$ cat src/cpu_isa_pkg.sv
package cpu_isa_pkg;

	localparam int NUM_REGS = 8;
	localparam int NUM_LANES = 4;

	typedef logic [2:0] reg_idx_t;
	typedef logic [NUM_LANES-1:0] lane_mask_t;
	typedef logic [NUM_LANES-1:0][31:0] vreg_t;

	// unlisted codes decode as HALT
	typedef enum logic [5:0]
	{
		ADD = 6'h00,
		SUB = 6'h01,
		AND = 6'h02,
		OR = 6'h03,
		XOR = 6'h04,
		ADDI = 6'h05,
		LOAD = 6'h06,
		STORE = 6'h07,
		BNZ = 6'h08,
		HALT = 6'h3f
	} opcode_e;

	// for LOAD and STORE, SS is one word and VV is four words
	typedef enum logic [1:0]
	{
		SS = 2'd0,
		VV = 2'd1,
		VS = 2'd2
	} operand_form_e;

	typedef struct packed
	{
		opcode_e opcode;
		operand_form_e form;
		reg_idx_t dst;
		reg_idx_t src1;
		reg_idx_t src2;
		reg_idx_t mask_reg;
		logic signed [11:0] imm;
	} instr_t;

	function automatic logic [31:0] sext_imm(logic signed [11:0] imm);
		return {{20{imm[11]}}, imm};
	endfunction

endpackage

$ cat src/wb_bus_pkg.sv
package wb_bus_pkg;

	// word addressed, no byte selects
	typedef struct packed
	{
		logic cyc;
		logic stb;
		logic we;
		logic [31:0] adr;
		logic [31:0] dat;
	} wb_req_t;

	typedef struct packed
	{
		logic ack;
		logic [31:0] dat;
	} wb_rsp_t;

	typedef enum logic [1:0]
	{
		IDLE,
		XFER,
		DONE
	} mem_state_e;

endpackage

$ cat src/fetch_unit.sv
`timescale 1ns/1ps

module fetch_unit
#(
	parameter logic [31:0] RESET_PC = 32'h0
)
(
	input logic clk,
	input logic rst_i,
	input logic instr_take_i,
	input logic redirect_i,
	input logic [31:0] redirect_pc_i,
	input wb_bus_pkg::wb_rsp_t bus_rsp_i,
	input logic halt_i,
	output wb_bus_pkg::wb_req_t bus_req_o,
	output cpu_isa_pkg::instr_t instr_o,
	output logic [31:0] pc_o,
	output logic instr_valid_o
);
	import cpu_isa_pkg::*;

	logic [31:0] fetch_pc_q;
	logic [31:0] adr_q;
	logic pending_q;
	logic buf_valid_q;
	instr_t buf_instr_q;
	logic [31:0] buf_pc_q;
	logic issue;
	logic keep_data;
	logic [31:0] cur_adr;

	// start when the buffer is empty or being taken this cycle
	assign issue = !pending_q && !halt_i && (!buf_valid_q || instr_take_i);

	always_comb
	begin
		if (pending_q)
			cur_adr = adr_q;
		else if (redirect_i)
			cur_adr = redirect_pc_i;
		else
			cur_adr = fetch_pc_q;
	end

	// a fetch is only in flight while the buffer is empty
	assign keep_data = bus_rsp_i.ack;

	always_comb
	begin
		bus_req_o.cyc = pending_q || issue;
		bus_req_o.stb = pending_q || issue;
		bus_req_o.we = 1'b0;
		bus_req_o.adr = cur_adr;
		bus_req_o.dat = '0;
	end

	always_ff @(posedge clk)
	begin
		if (rst_i)
		begin
			fetch_pc_q <= RESET_PC;
			pending_q <= 1'b0;
			buf_valid_q <= 1'b0;
		end
		else
		begin
			if (issue)
				fetch_pc_q <= cur_adr + 32'd1;
			else if (redirect_i)
				fetch_pc_q <= redirect_pc_i;

			if (bus_rsp_i.ack)
				pending_q <= 1'b0;
			else if (issue)
				pending_q <= 1'b1;

			if (keep_data)
				buf_valid_q <= 1'b1;
			else if (instr_take_i || redirect_i)
				buf_valid_q <= 1'b0;
		end
	end

	always_ff @(posedge clk)
	begin
		if (issue)
			adr_q <= cur_adr;
		if (keep_data)
		begin
			buf_instr_q <= instr_t'(bus_rsp_i.dat);
			buf_pc_q <= cur_adr;
		end
	end

	assign instr_o = buf_instr_q;
	assign pc_o = buf_pc_q;
	assign instr_valid_o = buf_valid_q;

endmodule

$ cat src/register_bank.sv
`timescale 1ns/1ps

module register_bank
(
	input logic clk,
	input logic rst_i,
	input cpu_isa_pkg::reg_idx_t s_rd1_i,
	input cpu_isa_pkg::reg_idx_t s_rd2_i,
	input cpu_isa_pkg::reg_idx_t s_mask_rd_i,
	input cpu_isa_pkg::reg_idx_t v_rd1_i,
	input cpu_isa_pkg::reg_idx_t v_rd2_i,
	input logic s_we_i,
	input logic v_we_i,
	input cpu_isa_pkg::reg_idx_t wr_reg_i,
	input logic [31:0] s_wr_data_i,
	input cpu_isa_pkg::vreg_t v_wr_data_i,
	input cpu_isa_pkg::lane_mask_t lane_mask_i,
	output logic [31:0] s_rd1_o,
	output logic [31:0] s_rd2_o,
	output logic [31:0] s_mask_o,
	output cpu_isa_pkg::vreg_t v_rd1_o,
	output cpu_isa_pkg::vreg_t v_rd2_o
);
	import cpu_isa_pkg::*;

	logic [31:0] s_regs [NUM_REGS];
	vreg_t v_regs [NUM_REGS];

	always_ff @(posedge clk)
	begin
		if (rst_i)
		begin
			for (int r = 0; r < NUM_REGS; r++)
			begin
				s_regs[r] <= '0;
				v_regs[r] <= '0;
			end
		end
		else
		begin
			if (s_we_i)
				s_regs[wr_reg_i] <= s_wr_data_i;
			// disabled lanes keep their old value
			if (v_we_i)
			begin
				for (int l = 0; l < NUM_LANES; l++)
				begin
					if (lane_mask_i[l])
						v_regs[wr_reg_i][l] <= v_wr_data_i[l];
				end
			end
		end
	end

	assign s_rd1_o = s_regs[s_rd1_i];
	assign s_rd2_o = s_regs[s_rd2_i];
	assign s_mask_o = s_regs[s_mask_rd_i];
	assign v_rd1_o = v_regs[v_rd1_i];
	assign v_rd2_o = v_regs[v_rd2_i];

endmodule

$ cat src/execute_unit.sv
`timescale 1ns/1ps

module execute_unit
(
	input logic clk,
	input logic rst_i,
	input cpu_isa_pkg::instr_t instr_i,
	input logic [31:0] pc_i,
	input logic instr_valid_i,
	input logic [31:0] s_rd1_data_i,
	input logic [31:0] s_rd2_data_i,
	input logic [31:0] s_mask_data_i,
	input cpu_isa_pkg::vreg_t v_rd1_data_i,
	input cpu_isa_pkg::vreg_t v_rd2_data_i,
	input logic mem_done_i,
	input cpu_isa_pkg::vreg_t load_data_i,
	output logic instr_take_o,
	output logic redirect_o,
	output logic [31:0] redirect_pc_o,
	output cpu_isa_pkg::reg_idx_t s_rd1_sel_o,
	output cpu_isa_pkg::reg_idx_t s_rd2_sel_o,
	output cpu_isa_pkg::reg_idx_t s_mask_sel_o,
	output cpu_isa_pkg::reg_idx_t v_rd1_sel_o,
	output cpu_isa_pkg::reg_idx_t v_rd2_sel_o,
	output logic s_we_o,
	output logic v_we_o,
	output cpu_isa_pkg::reg_idx_t wr_reg_o,
	output logic [31:0] s_wr_data_o,
	output cpu_isa_pkg::vreg_t v_wr_data_o,
	output cpu_isa_pkg::lane_mask_t lane_mask_o,
	output logic mem_start_o,
	output logic mem_write_o,
	output logic mem_vector_o,
	output logic [31:0] mem_addr_o,
	output cpu_isa_pkg::vreg_t store_data_o,
	output logic halted_o
);
	import cpu_isa_pkg::*;

	typedef enum logic [1:0]
	{
		S_IDLE,
		S_MEM_WAIT,
		S_HALTED
	} ex_state_e;

	ex_state_e state_q;
	ex_state_e state_d;
	logic [31:0] imm_ext;
	logic [31:0] s_alu;
	vreg_t v_alu;

	function automatic logic [31:0] alu(opcode_e op, logic [31:0] a, logic [31:0] b);
		case (op)
			SUB: return a - b;
			AND: return a & b;
			OR: return a | b;
			XOR: return a ^ b;
			default: return a + b;
		endcase
	endfunction

	assign imm_ext = sext_imm(instr_i.imm);
	assign s_alu = alu(instr_i.opcode, s_rd1_data_i, s_rd2_data_i);

	// VS broadcasts scalar src2 into every lane
	always_comb
	begin
		for (int l = 0; l < NUM_LANES; l++)
			v_alu[l] = alu(instr_i.opcode, v_rd1_data_i[l],
				(instr_i.form == VS) ? s_rd2_data_i : v_rd2_data_i[l]);
	end

	assign s_rd1_sel_o = instr_i.src1;
	assign s_rd2_sel_o = instr_i.src2;
	assign s_mask_sel_o = instr_i.mask_reg;
	assign v_rd1_sel_o = instr_i.src1;
	assign v_rd2_sel_o = instr_i.src2;
	assign wr_reg_o = instr_i.dst;
	assign lane_mask_o = (instr_i.mask_reg == '0) ? '1 : s_mask_data_i[NUM_LANES-1:0];

	always_comb
	begin
		case (instr_i.opcode)
			LOAD: s_wr_data_o = load_data_i[0];
			ADDI: s_wr_data_o = s_rd1_data_i + imm_ext;
			default: s_wr_data_o = s_alu;
		endcase
	end
	assign v_wr_data_o = (instr_i.opcode == LOAD) ? load_data_i : v_alu;

	assign redirect_pc_o = pc_i + imm_ext;
	assign mem_addr_o = s_rd1_data_i + imm_ext;
	assign mem_write_o = (instr_i.opcode == STORE);
	assign mem_vector_o = (instr_i.form == VV);

	always_comb
	begin
		store_data_o = v_rd2_data_i;
		if (!mem_vector_o)
		begin
			store_data_o = '0;
			store_data_o[0] = s_rd2_data_i;
		end
	end

	always_comb
	begin
		state_d = state_q;
		instr_take_o = 1'b0;
		redirect_o = 1'b0;
		s_we_o = 1'b0;
		v_we_o = 1'b0;
		mem_start_o = 1'b0;
		case (state_q)
			S_IDLE:
				if (instr_valid_i)
				begin
					case (instr_i.opcode)
						ADD, SUB, AND, OR, XOR:
						begin
							instr_take_o = 1'b1;
							s_we_o = (instr_i.form == SS);
							v_we_o = (instr_i.form != SS);
						end
						ADDI:
						begin
							instr_take_o = 1'b1;
							s_we_o = 1'b1;
						end
						LOAD, STORE:
						begin
							mem_start_o = 1'b1;
							state_d = S_MEM_WAIT;
						end
						BNZ:
						begin
							instr_take_o = 1'b1;
							redirect_o = (s_rd1_data_i != '0);
						end
						// halt stays in the buffer so fetch stalls behind it
						default:
							state_d = S_HALTED;
					endcase
				end
			S_MEM_WAIT:
				if (mem_done_i)
				begin
					instr_take_o = 1'b1;
					s_we_o = (instr_i.opcode == LOAD) && !mem_vector_o;
					v_we_o = (instr_i.opcode == LOAD) && mem_vector_o;
					state_d = S_IDLE;
				end
			default:
				state_d = S_HALTED;
		endcase
	end

	always_ff @(posedge clk)
	begin
		if (rst_i)
			state_q <= S_IDLE;
		else
			state_q <= state_d;
	end

	assign halted_o = (state_q == S_HALTED);

endmodule

$ cat src/load_store_unit.sv
`timescale 1ns/1ps

module load_store_unit
(
	input logic clk,
	input logic rst_i,
	input logic mem_start_i,
	input logic mem_write_i,
	input logic mem_vector_i,
	input logic [31:0] mem_addr_i,
	input cpu_isa_pkg::vreg_t store_data_i,
	output logic mem_done_o,
	output cpu_isa_pkg::vreg_t load_data_o,
	output wb_bus_pkg::wb_req_t bus_req_o,
	input wb_bus_pkg::wb_rsp_t bus_rsp_i
);
	import cpu_isa_pkg::*;
	import wb_bus_pkg::*;

	localparam int LANE_W = $clog2(NUM_LANES);

	mem_state_e state_q;
	logic [LANE_W-1:0] lane_q;
	logic [LANE_W-1:0] last_lane;
	logic [31:0] base_q;
	logic write_q;
	logic vector_q;
	vreg_t store_q;
	vreg_t load_q;
	logic xfer;

	assign xfer = (state_q == XFER);
	assign last_lane = vector_q ? LANE_W'(NUM_LANES - 1) : '0;

	always_ff @(posedge clk)
	begin
		if (rst_i)
		begin
			state_q <= IDLE;
			lane_q <= '0;
		end
		else
		begin
			case (state_q)
				IDLE:
					if (mem_start_i)
					begin
						state_q <= XFER;
						lane_q <= '0;
					end
				// next lane goes out right after the ack
				XFER:
					if (bus_rsp_i.ack)
					begin
						if (lane_q == last_lane)
							state_q <= DONE;
						else
							lane_q <= lane_q + 1'b1;
					end
				default:
					state_q <= IDLE;
			endcase
		end
	end

	always_ff @(posedge clk)
	begin
		if (state_q == IDLE && mem_start_i)
		begin
			base_q <= mem_addr_i;
			write_q <= mem_write_i;
			vector_q <= mem_vector_i;
			store_q <= store_data_i;
		end
		if (xfer && bus_rsp_i.ack && !write_q)
			load_q[lane_q] <= bus_rsp_i.dat;
	end

	always_comb
	begin
		bus_req_o.cyc = xfer;
		bus_req_o.stb = xfer;
		bus_req_o.we = xfer && write_q;
		bus_req_o.adr = base_q + 32'(lane_q);
		bus_req_o.dat = store_q[lane_q];
	end

	assign mem_done_o = (state_q == DONE);
	assign load_data_o = load_q;

endmodule

$ cat src/wb_arbiter.sv
`timescale 1ns/1ps

module wb_arbiter
(
	input logic clk,
	input logic rst_i,
	input wb_bus_pkg::wb_req_t data_req_i,
	input wb_bus_pkg::wb_req_t fetch_req_i,
	input wb_bus_pkg::wb_rsp_t bus_rsp_i,
	output wb_bus_pkg::wb_rsp_t data_rsp_o,
	output wb_bus_pkg::wb_rsp_t fetch_rsp_o,
	output wb_bus_pkg::wb_req_t bus_req_o
);
	typedef enum logic [1:0]
	{
		OWN_NONE,
		OWN_DATA,
		OWN_FETCH
	} owner_e;

	owner_e owner_q;
	owner_e grant;

	// data wins when the port is free
	always_comb
	begin
		if (owner_q != OWN_NONE)
			grant = owner_q;
		else if (data_req_i.cyc && data_req_i.stb)
			grant = OWN_DATA;
		else if (fetch_req_i.cyc && fetch_req_i.stb)
			grant = OWN_FETCH;
		else
			grant = OWN_NONE;
	end

	// held until the ack, then arbitrate again
	always_ff @(posedge clk)
	begin
		if (rst_i)
			owner_q <= OWN_NONE;
		else if (bus_rsp_i.ack)
			owner_q <= OWN_NONE;
		else
			owner_q <= grant;
	end

	always_comb
	begin
		case (grant)
			OWN_DATA: bus_req_o = data_req_i;
			OWN_FETCH: bus_req_o = fetch_req_i;
			default: bus_req_o = '0;
		endcase
	end

	assign data_rsp_o.ack = bus_rsp_i.ack && (grant == OWN_DATA);
	assign data_rsp_o.dat = bus_rsp_i.dat;
	assign fetch_rsp_o.ack = bus_rsp_i.ack && (grant == OWN_FETCH);
	assign fetch_rsp_o.dat = bus_rsp_i.dat;

endmodule

$ cat src/vector_core.sv
`timescale 1ns/1ps

module vector_core
#(
	parameter logic [31:0] RESET_PC = 32'h0
)
(
	input logic clk,
	input logic rst_i,
	input wb_bus_pkg::wb_rsp_t wb_rsp_i,
	output wb_bus_pkg::wb_req_t wb_req_o,
	output logic halted_o
);
	import cpu_isa_pkg::*;
	import wb_bus_pkg::*;

	instr_t instr;
	logic [31:0] pc;
	logic [31:0] redirect_pc;
	logic instr_valid;
	logic instr_take;
	logic redirect;
	reg_idx_t s_rd1_sel;
	reg_idx_t s_rd2_sel;
	reg_idx_t s_mask_sel;
	reg_idx_t v_rd1_sel;
	reg_idx_t v_rd2_sel;
	reg_idx_t wr_reg;
	logic [31:0] s_rd1_data;
	logic [31:0] s_rd2_data;
	logic [31:0] s_mask_data;
	logic [31:0] s_wr_data;
	vreg_t v_rd1_data;
	vreg_t v_rd2_data;
	vreg_t v_wr_data;
	vreg_t store_data;
	vreg_t load_data;
	lane_mask_t lane_mask;
	logic s_we;
	logic v_we;
	logic mem_start;
	logic mem_write;
	logic mem_vector;
	logic mem_done;
	logic [31:0] mem_addr;
	wb_req_t fetch_req;
	wb_req_t data_req;
	wb_rsp_t fetch_rsp;
	wb_rsp_t data_rsp;

	fetch_unit #(.RESET_PC(RESET_PC)) u_fetch (
		.clk(clk), .rst_i(rst_i),
		.instr_take_i(instr_take), .redirect_i(redirect), .redirect_pc_i(redirect_pc),
		.bus_rsp_i(fetch_rsp), .halt_i(halted_o), .bus_req_o(fetch_req),
		.instr_o(instr), .pc_o(pc), .instr_valid_o(instr_valid));

	register_bank u_regs (
		.clk(clk), .rst_i(rst_i),
		.s_rd1_i(s_rd1_sel), .s_rd2_i(s_rd2_sel), .s_mask_rd_i(s_mask_sel),
		.v_rd1_i(v_rd1_sel), .v_rd2_i(v_rd2_sel),
		.s_we_i(s_we), .v_we_i(v_we), .wr_reg_i(wr_reg),
		.s_wr_data_i(s_wr_data), .v_wr_data_i(v_wr_data), .lane_mask_i(lane_mask),
		.s_rd1_o(s_rd1_data), .s_rd2_o(s_rd2_data), .s_mask_o(s_mask_data),
		.v_rd1_o(v_rd1_data), .v_rd2_o(v_rd2_data));

	execute_unit u_execute (
		.clk(clk), .rst_i(rst_i),
		.instr_i(instr), .pc_i(pc), .instr_valid_i(instr_valid),
		.s_rd1_data_i(s_rd1_data), .s_rd2_data_i(s_rd2_data), .s_mask_data_i(s_mask_data),
		.v_rd1_data_i(v_rd1_data), .v_rd2_data_i(v_rd2_data),
		.mem_done_i(mem_done), .load_data_i(load_data),
		.instr_take_o(instr_take), .redirect_o(redirect), .redirect_pc_o(redirect_pc),
		.s_rd1_sel_o(s_rd1_sel), .s_rd2_sel_o(s_rd2_sel), .s_mask_sel_o(s_mask_sel),
		.v_rd1_sel_o(v_rd1_sel), .v_rd2_sel_o(v_rd2_sel),
		.s_we_o(s_we), .v_we_o(v_we), .wr_reg_o(wr_reg),
		.s_wr_data_o(s_wr_data), .v_wr_data_o(v_wr_data), .lane_mask_o(lane_mask),
		.mem_start_o(mem_start), .mem_write_o(mem_write), .mem_vector_o(mem_vector),
		.mem_addr_o(mem_addr), .store_data_o(store_data), .halted_o(halted_o));

	load_store_unit u_lsu (
		.clk(clk), .rst_i(rst_i),
		.mem_start_i(mem_start), .mem_write_i(mem_write), .mem_vector_i(mem_vector),
		.mem_addr_i(mem_addr), .store_data_i(store_data),
		.mem_done_o(mem_done), .load_data_o(load_data),
		.bus_req_o(data_req), .bus_rsp_i(data_rsp));

	wb_arbiter u_arbiter (
		.clk(clk), .rst_i(rst_i),
		.data_req_i(data_req), .fetch_req_i(fetch_req), .bus_rsp_i(wb_rsp_i),
		.data_rsp_o(data_rsp), .fetch_rsp_o(fetch_rsp), .bus_req_o(wb_req_o));

endmodule

$ cat config.mk
export PLATFORM = sky130hd
export DESIGN_NAME = vector_core
export DESIGN_NICKNAME = d
export VERILOG_FILES = /design/src/cpu_isa_pkg.sv /design/src/wb_bus_pkg.sv /design/src/fetch_unit.sv /design/src/register_bank.sv /design/src/execute_unit.sv /design/src/load_store_unit.sv /design/src/wb_arbiter.sv /design/src/vector_core.sv
export SDC_FILE = /design/constraint.sdc
export NUM_CORES = 2
export LEC_CHECK = 0
export BUFFER_PORTS_ARGS = -buffer_cell sky130_fd_sc_hd__buf_4
export CORE_ASPECT_RATIO = 1.75
export CORE_MARGIN = 1.5
export CORE_UTILIZATION = 40
export CTS_CLUSTER_DIAMETER = 200
export DETAILED_ROUTE_END_ITERATION = 12
export PLACE_DENSITY = 0.56
export SETUP_SLACK_MARGIN = 0.3
export SYNTH_ARGS = -nofsm -noshare
export SYNTH_HDL_FRONTEND = slang
export SYNTH_SLANG_ARGS = --single-unit
$ cat constraint.sdc
create_clock -name clk -period 8.9 [get_ports clk]
set_input_delay 0.445 -clock clk [delete_from_list [all_inputs] [get_ports clk]]
set_output_delay 0.445 -clock clk [all_outputs]
set_load 0.05 [all_outputs]
==> impl_metrics.tcl <==
set metrics [dict create \
    synthCells 9532 \
    ys_warn_count 0 \
    antenna_found_initial 75 \
    status "finished with violations" \
    fp.dieH_um 692 \
    clockBufferDepth 4 \
    slew_headroom_pct -2.08 \
    clkTransAtPathRegs_ns 0.06 \
    antenna_left 0 \
    cts_tree "built" \
    nFillCells 25300 \
    final_util_pct 44.5 \
    worstPathRequired_ns 9.50 \
    synth-seq-cells 1717 \
    netlist_top_cells_area "edfxtp_1, mux4_2, ha_1" \
    synth_edf_count 1666 \
    first_pass_iters 6 \
    finalCritPeriodShare_pct 93.0 \
    worstSetupPathType "reg -> reg" \
    fmax_mhz 121 \
    power_w 0.0354 \
    hpwl_mm 333 \
    viasPerCell 6.56 \
    cp_cell_sequence "mux4_2 -> nand2b_1 -> o211ai_1 -> o31a_1 -> inv_1 -> or3_1 -> or4_4 -> nor2_4 -> nand2_2 -> nor4_1 -> nor2b_1 -> buf_4 -> nand3_1 -> o21a_1 -> xnor2_1 -> ha_1 -> a21oi_1 -> o22ai_1 -> a221oi_1 -> nand3_1 -> o21ai_1 -> buf_4 -> nor2_1" \
    routedWlPerCell_um 36.7 \
    dieArea_um2 275000 \
    synth_area_leader_cell "edfxtp_1" \
    grt_use_total_pct 34.9 \
    post_cts_buffers 0 \
    p_leak_nw 45.1 \
    cellPowerDensity_nw_per_um2 294 \
    slowest_delay_ns 0.87 \
    grt_pass1_wl_mm 665 \
    grt_pass1_vias 86000 \
    synth_area_um2 109000 \
    area_growth_pct 10.7 \
    syn_nets 10100 \
    path_max_fanout 22 \
    ys.flop_type "edfxtp_1" \
    drcViolationCount 0 \
    fin_tns_setup_ns 0 \
    violations "max-capacitance violations, max-slew violations" \
    cts_root_buf "clkbuf_16" \
    clock-sinks 1717 \
    rsz0062_at_grt "false" \
    num_rows 253 \
    start_util_pct 40.1 \
    syn_avg_cell_area_um2 11.4 \
    synth-async-reset-ratio_pct 0 \
    ff2ff_setup_slack_ns 0.62 \
    multi_input_comb_area_um2 53700 \
    drive_above_1_share_pct 15.8 \
    cp_slowest_cell "a221oi_1" \
    grt_max_degree 119 \
    io_buffers 102 \
    initialDrtViolationCount 10700 \
    clkLatencyLatePin_ns 0.92 \
    die_w_um 397 \
    htreeDepth 4 \
    grt-ovfl-total 0 \
    slew_violations 4 \
    io_pins 103 \
    place.gp.congestion 1.04 \
    vias 87500 \
    worstSetupStartpointType "flip-flop" \
    critPathArrivalTime_ns 8.87 \
    crit_path_end_kind "flip-flop" \
    seqCellArea_um2 51100 \
    worst_pin_slew_ns 1.52 \
    yosys.area.top_type_share_pct 46.0 \
    finalWirelength_mm 490 \
    fin_nets 10200 \
    period_needed_ns 8.28 \
    fin_worst_skew_ns 0.0778 \
    numCtsBuffers 176 \
    synth_seq_area_share_pct 47.0 \
    setup_viol 0 \
    min_path_type "in -> reg" \
    ys_types 106 \
    finalHoldViolations 0 \
    maxCapViolCount 1 \
    vdd.ir_drop.worst_mv 0.159 \
    coreArea_um2 271000 \
]
[per-stage QoR]
stage	area [µm²]	hold WS [ns]	cells	setup slack (ns)
final	120000	0.0703	13300	0.624
after global routing	120000	0.0609	13300	0.355
after global placement	114000	0.452	12900	1.01
after detailed placement	114000	0.462	12900	0.943
after CTS	120000	0.00968	13300	0.939
after floorplan	109000	0.449	9532	0.910
[area by class of cell]
class                           count  area share, %
Multi-Input combinational cell   6737           44.6
Sequential cell                  1717           42.4
Clock buffer                      222           3.85
Tap cell                         3570           3.71
Timing Repair Buffer              442           3.05
Inverter                          486           1.53
Clock inverter                     82          0.657
Antenna cell                       80          0.166
[power breakdown]
part | switching [W] | leakage [nW] | internal, W
clock | 0.00345 | 2.64 | 0.00404
combinational | 0.0120 | 25.2 | 0.00619
sequential | 0.000322 | 17.2 | 0.00938
[layer usage]
metal | global-route usage (%) | share of wire [%] | wire length, µm
met2 | 58.0 | 48 | 235000
met3 | 8.74 | 9.8 | 47900
met1 | 35.1 | 31 | 149000
met4 | 34.7 | 12 | 57500
met5 | 0 | 0.031 | 151
[timing repair]
item	CTS	global route
resized for setup	0	0
hold buffers	30	0
endpoints found under the setup margin	0	0
endpoints found under the hold margin	124	0
[synth_stat cells (31+ instances only)]
| cell | n |
|---|---|
| mux2i_1 | 219 |
| nand2b_1 | 102 |
| and3_1 | 48 |
| o211ai_1 | 120 |
| mux4_2 | 713 |
| ha_1 | 551 |
| xor2_1 | 105 |
| o21ai_1 | 108 |
| o21a_1 | 37 |
| xnor2_1 | 293 |
| and2_1 | 180 |
| nand2_1 | 840 |
| a22oi_1 | 59 |
| a21o_1 | 91 |
| nand3_1 | 87 |
| a21oi_1 | 357 |
| o21ai_0 | 232 |
| a211oi_1 | 104 |
| edfxtp_1 | 1666 |
| buf_1 | 113 |
| o31ai_1 | 47 |
| buf_2 | 47 |
| clkbuf_1 | 396 |
| dfxtp_1 | 51 |
| or3_1 | 31 |
| a221oi_1 | 96 |
| a31oi_1 | 51 |
| nor3_1 | 148 |
| o22ai_1 | 36 |
| nor2b_1 | 65 |
| inv_1 | 472 |
| nor2_1 | 1682 |
[cell usage in the layout, fill, tap and decap left out, types with 58 or more instances in the layout]
master        n
a211oi_1    103
a21o_1       91
a21oi_1     356
a221oi_1     95
a22oi_1      59
and2_1      175
buf_4       389
clkbuf_16   177
diode_2      80
edfxtp_1   1666
ha_1        551
inv_1       469
mux2i_1     216
mux4_2      713
nand2_1     836
nand2b_1     58
nand3_1      87
nor2_1     1676
nor2b_1      63
nor3_1      147
o211ai_1    120
o21ai_0     229
o21ai_1     110
xnor2_1     292
xor2_1      105
[registers in the layout (all words and copies together), names as in the netlist, 2 cells and up, named ones only]
name                flops
u_regs.v_regs        1024
u_regs.s_regs         256
u_lsu.load_data_o     128
u_lsu.store_q         128
u_fetch.adr_q          32
u_fetch.fetch_pc_q     32
u_fetch.instr_o        32
u_fetch.pc_o           32
u_lsu.base_q           32
u_arbiter.owner_q       2
u_execute.state_q       2
u_lsu.lane_q            2
u_lsu.state_q           2
[worst max-delay path, delay by kind of cell, from the launching register on]
kind	cells	cell delay, ns
multiplexers	1	0.68
XOR/XNOR	1	0.13
AO/OA/AOI/OAI	7	2.31
buffers and inverters	3	0.50
AND/OR/NAND/NOR	10	3.22
flip-flops	1	0.66
adder cells (fa/ha/maj)	1	0.44
[worst paths after layout]
kind	from	to	depth (start not counted)
max reg2reg	flip-flop	u_regs.v_regs[6][125]	23
min reg2reg	u_fetch.instr_o[16]	flip-flop	1
min	wb_rsp_i[15]	u_lsu.load_data_o[79]	1
max	flip-flop	u_regs.v_regs[6][125]	23
[logic make-up (layout without fill, tap and decap cells)]
| logic type | Yosys count | in the layout | synth area share [%] |
|---|---|---|---|
| AOI/OAI and AO/OA | 1500 | 1500 | 9.01 |
| xor gates and xnor gates | 398 | 398 | 3.21 |
| adders and majority gates | 559 | 559 | 6.49 |
| buffers and inverters | 1078 | 1232 | 3.95 |
| DFF | 1717 | 1717 | 47.0 |
| muxes | 962 | 962 | 17.2 |
| other | 0 | 80 | 0 |
| and+or+nand+nor | 3318 | 3318 | 13.2 |
Note: power is estimated with default switching activity, not from simulation.
